**src/asymBuffer_config.svh**
```systemverilog
`ifndef ASYM_BUFFER_CONFIG_SVH
`define ASYM_BUFFER_CONFIG_SVH

// Byte address width, 256 bytes in total
`define ASYM_ADDR_W 8

// Host side word and stream side byte
`define ASYM_WIDE_W 32
`define ASYM_NARROW_W 8

// Wide over narrow gives the number of RAM blocks
`define ASYM_LANES 4
`define ASYM_LANE_W 2

// Burst length counts 0 up to a full 256 byte sweep
`define ASYM_LEN_W 9

`endif

```
**src/asymBufferPkg.sv**
```systemverilog
`include "asymBuffer_config.svh"

package asymBufferPkg;

   typedef logic [`ASYM_WIDE_W-1:0] wideWord_t;
   typedef logic [`ASYM_NARROW_W-1:0] narrowByte_t;
   typedef logic [`ASYM_ADDR_W-1:0] byteAddr_t;
   typedef logic [`ASYM_LEN_W-1:0] burstLen_t;

   // Burst direction on the narrow port
   typedef enum logic {
      opRead,
      opWrite
   } streamOp_t;

   typedef enum logic [1:0] {
      stIdle,
      stWrite,
      stRead
   } streamState_t;

endpackage

```
**src/dpRam.sv**
```systemverilog
`timescale 1ns/1ps

module dpRam #(
   parameter int dataW = 8,
   parameter int addrW = 6
) (
   input  logic             clk,
   input  logic             enA,
   input  logic             weA,
   input  logic [addrW-1:0] addrA,
   input  logic [dataW-1:0] dinA,
   output logic [dataW-1:0] doutA,
   input  logic             enB,
   input  logic             weB,
   input  logic [addrW-1:0] addrB,
   input  logic [dataW-1:0] dinB,
   output logic [dataW-1:0] doutB
);

   logic [dataW-1:0] mem [2**addrW];

   // Both write ports in one process, port B last on a collision
   always_ff @(posedge clk) begin
      if (enA && weA) begin
         mem[addrA] <= dinA;
      end
      if (enB && weB) begin
         mem[addrB] <= dinB;
      end
   end

   // Registered reads, a write cycle keeps the last read data
   always_ff @(posedge clk) begin
      if (enA && !weA) begin
         doutA <= mem[addrA];
      end
   end

   always_ff @(posedge clk) begin
      if (enB && !weB) begin
         doutB <= mem[addrB];
      end
   end

endmodule

```
**src/asymDpRam.sv**
```systemverilog
`timescale 1ns/1ps
`include "asymBuffer_config.svh"

module asymDpRam
   import asymBufferPkg::*;
(
   input  logic        clk,
   input  logic        rstN,
   input  logic        enA,
   input  logic        weA,
   input  byteAddr_t   addrA,
   input  wideWord_t   dinA,
   output wideWord_t   doutA,
   input  logic        enB,
   input  logic        weB,
   input  byteAddr_t   addrB,
   input  narrowByte_t dinB,
   output narrowByte_t doutB
);

   // Each block holds one byte lane of every word
   localparam int laneW = `ASYM_LANE_W;
   localparam int blockAddrW = `ASYM_ADDR_W - `ASYM_LANE_W;
   localparam int byteW = `ASYM_NARROW_W;

   // Word address shared by every lane
   logic [blockAddrW-1:0] wordAddrA;
   logic [blockAddrW-1:0] wordAddrB;

   // Lane index of the narrow access
   logic [laneW-1:0] laneB;
   logic [laneW-1:0] laneSel;

   // Per-block buses
   logic [`ASYM_LANES-1:0] blkEnB;
   narrowByte_t blkDinA [`ASYM_LANES];
   narrowByte_t blkOutA [`ASYM_LANES];
   narrowByte_t blkOutB [`ASYM_LANES];

   assign wordAddrA = addrA[`ASYM_ADDR_W-1:laneW];
   assign wordAddrB = addrB[`ASYM_ADDR_W-1:laneW];
   assign laneB = addrB[laneW-1:0];

   genvar g;
   generate
      for (g = 0; g < `ASYM_LANES; g++) begin : genLane
         // Wide port spreads its word, little-endian, one byte per block
         assign blkDinA[g] = dinA[g*byteW +: byteW];
         assign doutA[g*byteW +: byteW] = blkOutA[g];

         // Narrow port only touches the block its lane bits name
         assign blkEnB[g] = enB && (laneB == laneW'(g));

         dpRam #(
            .dataW(byteW),
            .addrW(blockAddrW)
         ) laneRam_i (
            .clk  (clk),
            .enA  (enA),
            .weA  (weA),
            .addrA(wordAddrA),
            .dinA (blkDinA[g]),
            .doutA(blkOutA[g]),
            .enB  (blkEnB[g]),
            .weB  (weB),
            .addrB(wordAddrB),
            .dinB (dinB),
            .doutB(blkOutB[g])
         );
      end
   endgenerate

   // Remember which lane was addressed so the output mux lines up
   // with the registered block data one cycle later
   always_ff @(posedge clk) begin
      if (!rstN) begin
         laneSel <= '0;
      end else if (enB) begin
         laneSel <= laneB;
      end
   end

   assign doutB = blkOutB[laneSel];

endmodule

```
**src/streamEngine.sv**
```systemverilog
`timescale 1ns/1ps

module streamEngine
   import asymBufferPkg::*;
(
   input  logic        clk,
   input  logic        rstN,
   input  logic        start,
   input  streamOp_t   op,
   input  byteAddr_t   baseAddr,
   input  burstLen_t   len,
   input  narrowByte_t byteIn,
   input  logic        byteInValid,
   output logic        busy,
   output narrowByte_t byteOut,
   output logic        byteOutValid,
   output logic        done,
   output logic        enB,
   output logic        weB,
   output byteAddr_t   addrB,
   output narrowByte_t dinB,
   input  narrowByte_t doutB
);

   streamState_t state;

   // Next byte address, wraps modulo 256
   byteAddr_t addrCnt;
   // Bytes still to move in this burst
   burstLen_t remaining;

   logic wrStrobe;
   logic rdIssue;
   logic lastByte;

   // Writes follow the producer, reads go out every cycle
   assign wrStrobe = (state == stWrite) && byteInValid;
   assign rdIssue = (state == stRead);
   assign lastByte = (remaining == burstLen_t'(1));

   assign busy = (state != stIdle);

   // Narrow port
   assign enB = wrStrobe || rdIssue;
   assign weB = wrStrobe;
   assign addrB = addrCnt;
   assign dinB = byteIn;

   // Read data comes straight from the RAM, qualified by byteOutValid
   assign byteOut = doutB;

   always_ff @(posedge clk) begin
      if (!rstN) begin
         state <= stIdle;
         addrCnt <= '0;
         remaining <= '0;
         done <= 1'b0;
         byteOutValid <= 1'b0;
      end else begin
         done <= 1'b0;
         // One issued read returns one cycle later
         byteOutValid <= rdIssue;

         case (state)
            stIdle: begin
               if (start) begin
                  if (len == '0) begin
                     // Nothing to move, report at once
                     done <= 1'b1;
                  end else begin
                     addrCnt <= baseAddr;
                     remaining <= len;
                     state <= (op == opWrite) ? stWrite : stRead;
                  end
               end
            end

            stWrite: begin
               if (byteInValid) begin
                  addrCnt <= addrCnt + 1'b1;
                  remaining <= remaining - 1'b1;
                  if (lastByte) begin
                     done <= 1'b1;
                     state <= stIdle;
                  end
               end
            end

            stRead: begin
               addrCnt <= addrCnt + 1'b1;
               remaining <= remaining - 1'b1;
               // done lands with the last byteOutValid
               if (lastByte) begin
                  done <= 1'b1;
                  state <= stIdle;
               end
            end

            default: begin
               state <= stIdle;
            end
         endcase
      end
   end

endmodule

```
**src/asymBufferTop.sv**
```systemverilog
`timescale 1ns/1ps

module asymBufferTop
   import asymBufferPkg::*;
(
   input  logic        clk,
   input  logic        rstN,
   // Host word port
   input  logic        enA,
   input  logic        weA,
   input  byteAddr_t   addrA,
   input  wideWord_t   dinA,
   output wideWord_t   doutA,
   // Stream control
   input  logic        start,
   input  streamOp_t   op,
   input  byteAddr_t   baseAddr,
   input  burstLen_t   len,
   input  narrowByte_t byteIn,
   input  logic        byteInValid,
   output logic        busy,
   output narrowByte_t byteOut,
   output logic        byteOutValid,
   output logic        done
);

   // Narrow port between the engine and the RAM
   logic        enB;
   logic        weB;
   byteAddr_t   addrB;
   narrowByte_t dinB;
   narrowByte_t doutB;

   asymDpRam asymDpRam_i (
      .clk  (clk),
      .rstN (rstN),
      .enA  (enA),
      .weA  (weA),
      .addrA(addrA),
      .dinA (dinA),
      .doutA(doutA),
      .enB  (enB),
      .weB  (weB),
      .addrB(addrB),
      .dinB (dinB),
      .doutB(doutB)
   );

   streamEngine streamEngine_i (
      .clk         (clk),
      .rstN        (rstN),
      .start       (start),
      .op          (op),
      .baseAddr    (baseAddr),
      .len         (len),
      .byteIn      (byteIn),
      .byteInValid (byteInValid),
      .busy        (busy),
      .byteOut     (byteOut),
      .byteOutValid(byteOutValid),
      .done        (done),
      .enB         (enB),
      .weB         (weB),
      .addrB       (addrB),
      .dinB        (dinB),
      .doutB       (doutB)
   );

endmodule

```
**config.mk**
```make
export PLATFORM = sky130hd
export DESIGN_NAME = asymBufferTop
export DESIGN_NICKNAME = d
export VERILOG_FILES = /design/src/asymBufferPkg.sv /design/src/dpRam.sv /design/src/asymDpRam.sv /design/src/streamEngine.sv /design/src/asymBufferTop.sv
export VERILOG_INCLUDE_DIRS = /design/src /design/src/src
export SDC_FILE = /design/constraint.sdc
export NUM_CORES = 2
export LEC_CHECK = 0
export BUFFER_PORTS_ARGS = -buffer_cell sky130_fd_sc_hd__buf_4
export CAP_MARGIN = 20
export CORE_ASPECT_RATIO = 0.6
export CORE_MARGIN = 3
export CORE_UTILIZATION = 38
export DETAILED_ROUTE_END_ITERATION = 6
export SYNTH_ARGS = -nofsm -noshare
export SYNTH_HDL_FRONTEND = slang
export SYNTH_HIERARCHICAL = 1
export SYNTH_SLANG_ARGS = --single-unit
```
**constraint.sdc**
```tcl
create_clock -name clk -period 2.7 [get_ports clk]
set_input_delay 0.27 -clock clk [delete_from_list [all_inputs] [get_ports clk]]
set_output_delay 0.27 -clock clk [all_outputs]
set_load 0.005 [all_outputs]
```
# Yosys cells after proc, flatten, opt, wreduce, memory -nomap -nowiden
# Memories as Yosys holds them, arrays and structs flattened. A register that Yosys moved wholly into a read port is not among the register bits.
# Cells that the tools add are included.
# totals
ramBits,2048
register_bits,23
out_inout_bits,43
n_memories,4
# memory_table
memory,words,word_bits,rd,rd_ports_with_merged_regs,wr,line_no,source
asymDpRam_i.genLane[0].laneRam_i.mem,64,8,2,2,2,dpRam.sv:20,logic [dataW-1:0] mem [2**addrW];
asymDpRam_i.genLane[1].laneRam_i.mem,64,8,2,2,2,dpRam.sv:20,
asymDpRam_i.genLane[2].laneRam_i.mem,64,8,2,2,2,dpRam.sv:20,
asymDpRam_i.genLane[3].laneRam_i.mem,64,8,2,2,2,dpRam.sv:20,
# op_classes
n_bitwise,1
n_addsub,2
magnitude_cmp,1
muxes,32
n_reduce_logical,25
eq_ne,9
# op_table
operator,n
8-bit 2-to-1 mux,5
9-bit 2-to-1 mux,3
9-bit one-hot mux with 3 select lines,1
8-bit one-hot mux with 3 select lines,1
8-bit binary-select mux with 2-bit select,1
1-bit logical AND,15
1-bit 2-to-1 mux,14
2-bit 2-to-1 mux,5
"9-bit by 1-bit equality test with 1-bit output, second input constant",1
9-bit zero test,1
"9-bit by 1-bit subtractor with 9-bit output, second input constant",1
"8-bit by 1-bit adder with 8-bit output, second input constant",1
"2-bit equality test, second input constant",3
"2-bit inequality test, second input constant",3
2-bit one-hot mux with 3 select lines,1
"2-bit by 1-bit equality test with 1-bit output, second input constant",2
2-bit zero test,2
4-bit AND reduction,1
"3-bit greater-or-equal comparator, second input constant",1
2-bit inverter with 3-bit output,1
1-bit one-hot mux with 3 select lines,1
3-bit AND reduction,1
3-bit nonzero test,1
1-bit zero test,2
other kinds (2),2

# Logic depth before layout (Yosys ltp)
# depth
depth_word,7
ltp_mapped,12

# By module
# The synthesis kept the hierarchy.
# by_module_without_submodules
mod,instances,area_per_inst_um2,cells_each
dpRam,4,31577.8,2565
streamEngine,1,1514.0,192
asymDpRam,1,296.5,21

# Worst setup path before layout
# OpenSTA, ideal clock, no wires.
# synth_timing
kind,register to register
start,register streamEngine_i.state[1]
end,"memory asymDpRam_i.genLane[0].laneRam_i.mem[50][0], data pin"
stages_incl_launch_ff,12
slack_ns,-0.231
path_buffers,2
arrival_time_ns,2.671
t_required_ns,2.440
period_less_slack_ns,2.931
path_cell_list,dfxtp_1 > inv_1 > ha_1 > and2_1 > or2_2 > nor3b_1 > and3_1 > clkbuf_1 > nand2_1 > buf_2 > nor2_2 > mux2_2
# synth_rtl
element,line_no,source
from (decl),streamEngine.sv:25,streamState_t state;
from (signal assigned),streamEngine.sv:54,state <= stIdle;
from (signal assigned),streamEngine.sv:73,state <= (op == opWrite) ? stWrite : stRead;
from (signal assigned),streamEngine.sv:84,state <= stIdle;
to (decl),dpRam.sv:20,

==> impl_metrics.env <==
export IMPL_synth_nets=10600
export IMPL_hold_ws_ps=57.8
export IMPL_wirelength_met1_mm=294
export IMPL_syn_inst=10500
export IMPL_grt_overflow=0
export IMPL_path_clk_slew_ps=70
export IMPL_cp_data_arrival_time_ps=3760
export IMPL_drv_slew=0
export IMPL_rsz0062_at_grt="true"
export IMPL_via_per_inst=6.99
export IMPL_stdcell_area_um2=169000
export IMPL_leakagePower_nw=57.5
export IMPL_synth_top_area_cell="edfxtp_1"
export IMPL_grt_pass1_wl_mm=944
export IMPL_synth_distinct_cells=72
export IMPL_fmax_mhz=325
export IMPL_drt_wl_total_mm=701
export IMPL_synth_flop_cell="edfxtp_1"
export IMPL_fillerInstances=29000
export IMPL_crit_required_ps=3380
export IMPL_violations="negative setup slack"
export IMPL_insertion_delay_ps=980
export IMPL_dp_hpwl_mm=489
export IMPL_finalHoldViolCount=0
export IMPL_yosysSeqAreaShare_pct=49.9
export IMPL_clockBufferDepth=4
export IMPL_finalCriticalPeriod_ps=3080
export IMPL_die_area_um2=344000
export IMPL_antenna_found_initial=38
export IMPL_die_y_um=456
export IMPL_power_total_mw=139
export IMPL_io_buffers=112
export IMPL_rows=164
export IMPL_finalClockSkew_ps=67.3
export IMPL_grt_pass1_vias=109000
export IMPL_outcome="finished with violations"
export IMPL_numCtsBuffers=225
export IMPL_core_area_um2=334000
export IMPL_dr_wl_met2_mm=266
export IMPL_dpl_cell_area_um2=152000
export IMPL_synth_area_um2=128000
export IMPL_synthTopCellsByCount="mux2_2 (2320), edfxtp_1 (2112), clkbuf_1 (804)"
export IMPL_cts_tree="built"
export IMPL_route_met3_wl_mm=113
export IMPL_fin_cells=16800
export IMPL_p_per_area_nw_per_um2=821
export IMPL_setup_worst_path_end_class="flip-flop"
export IMPL_initial_utilization_pct=38.3
export IMPL_drt_initial_drc_count=21600
export IMPL_layout_drive_gt1_share_pct=50.6
export IMPL_synth_area_per_cell_um2=12.2
export IMPL_ctsRootBufferMaster="clkbuf_16"
export IMPL_cts_sinks=2135
export IMPL_synth_edf_count=2112
export IMPL_dieWidth_um=756
export IMPL_tightest_slew_ps=1190
export IMPL_top_level_ports=115
export IMPL_grt_max_degree=68
export IMPL_area_growth_pct=32.2
export IMPL_dpl_cell_count=16000
export IMPL_vias=117000
export IMPL_startpoint_type="flip-flop"
export IMPL_synth_warnings=6
export IMPL_crit_type="reg2reg"
export IMPL_timing_final_ws_setup_ps=-379
export IMPL_topRoutingLayerUsed="met5"
export IMPL_synth_seq_cells=2135
export IMPL_drc=0
export IMPL_drv_cap=0
export IMPL_maxSlewHeadroom_pct=20.2
export IMPL_max_vdd_ir_drop_mv=0.554
export IMPL_yosys_top_cells_area="edfxtp_1 (50%), mux2_2 (20%), a221oi_1 (5.3%)"
export IMPL_setup_viol_count_final=1812
export IMPL_synth_top_area_share_pct=49.5
export IMPL_htree_num_levels=4
export IMPL_ant_nets=0
export IMPL_grtUsageTotal_pct=38.8
export IMPL_gp_congestion=1.03
export IMPL_yosysMostFrequentCell="mux2_2"
export IMPL_nets=12200
export IMPL_hp_class="in2reg"
export IMPL_min_period_over_period_pct=114
export IMPL_cp_max_fo=7
export IMPL_post_drt_wl_per_cell_um=41.8
export IMPL_dr_pass1_iters=6
export IMPL_synth_async_reset_ratio_pct=0
[cells by family after synthesis]
group	count (synthesis)	share of synthesized area [%]
buffers and inverters	1313	4.52
adders and majority gates	7	0.0684
DFF	2135	49.9
muxes	2657	23.5
and+or+nand+nor	1459	5.49
AOI/OAI and AO/OA	2902	16.5
[worst max-delay path, cell delays in order, from the launching register on]
cell	delay (ps)
dfxtp_4	390
buf_6	120
buf_16	190
buf_12	170
mux2_4	310
a221oi_2	240
buf_4	170
a21oi_2	30
o21ai_1	170
buf_4	180
o211ai_1	210
or4b_4	570
[state kept, by name, summed over array words and instances (netlist names)]
name / flops
streamEngine_i/remaining: 9
asymDpRam_i/laneSel: 2
streamEngine_i/done: 1
asymDpRam_i/genLane.laneRam_i/doutA: 32
streamEngine_i/state: 2
asymDpRam_i/genLane.laneRam_i/mem: 2048
streamEngine_i/addrB: 8
asymDpRam_i/genLane.laneRam_i/doutB: 32
streamEngine_i/byteOutValid: 1
[area by class of cell]
cell class | count | area (um2) | share of cell area, %
antenna | 30 | 75.1 | 0.0443
timing repair buffer | 2651 | 28500 | 16.8
clock buffer | 259 | 5890 | 3.48
tap | 4482 | 5610 | 3.31
multi-input combinational | 7028 | 63700 | 37.6
sequential | 2135 | 63900 | 37.7
inverter | 33 | 128 | 0.0754
clock inverter | 152 | 1630 | 0.962
[cell usage in the layout, fill, tap and decap left out, types with 36 or more instances in the layout]
master     instances
buf_6            110
buf_8             43
mux2_4           180
o22ai_1          283
buf_4           1891
mux2_2          2144
a221oi_1         687
clkinv_1          51
a22o_1           176
o21ai_0          356
or4_1             40
clkbuf_16        243
nor3_1            50
a22oi_2           95
edfxtp_1        2112
nand3_1           63
nor2_2            91
a21oi_1          286
o211ai_1          37
nor2_1           424
clkinv_2          39
nand2_1          316
nor2_4           193
mux4_2            48
a22oi_1          374
o22ai_2           62
o21ai_1           36
a221oi_2          81
a221o_1           83
mux2i_1          273
buf_12           525
[final timing paths]
kind | depth (start not counted) | end | slack, ps | startpoint
worst max-delay path | 11 | asymDpRam_i/genLane[1].laneRam_i/doutB[2] | -380 | streamEngine_i/addrB[3]
worst min-delay path | 2 | asymDpRam_i/genLane[1].laneRam_i/mem[1][0] | 60 | byteIn[0]
worst max register to register | 11 | asymDpRam_i/genLane[1].laneRam_i/doutB[2] | -380 | streamEngine_i/addrB[3]
worst min register to register | 2 | streamEngine_i/remaining[1] | 570 | streamEngine_i/remaining[1]
[per-layer routing]
layer	global-route usage [%]	vias up
li1	-	45400
met1	57.7	59800
met2	50.3	10500
met3	15.7	1491
met4	12.0	16
met5	0.345	-
[power breakdown]
part,internal [mW],switching [mW]
clock,18.7,15.3
combinational,27.6,39.6
sequential,37.1,0.753
total,83.4,55.7
[metrics by stage]
step	setup WS [ps]	setup TNS [ps]	utilization, %
2_1_floorplan	-87.8	-49290	-
3_3_place_gp	-1080	-1671040	45.5
3_5_place_dp	-1060	-1493630	45.5
4_1_cts	-345	-116890	50.0
5_1_grt	-370	-209990	50.6
6_report	-379	-133260	50.7
[repair_timing]
item	CTS	global route
gates cloned	27	13
resized for setup	952	305
hold buffers	26	0
endpoints found under the setup margin	4135	2848
endpoints found under the hold margin	46	0
buffers inserted	201	66
pin swaps	177	123
(Power assumes the default switching activity.)
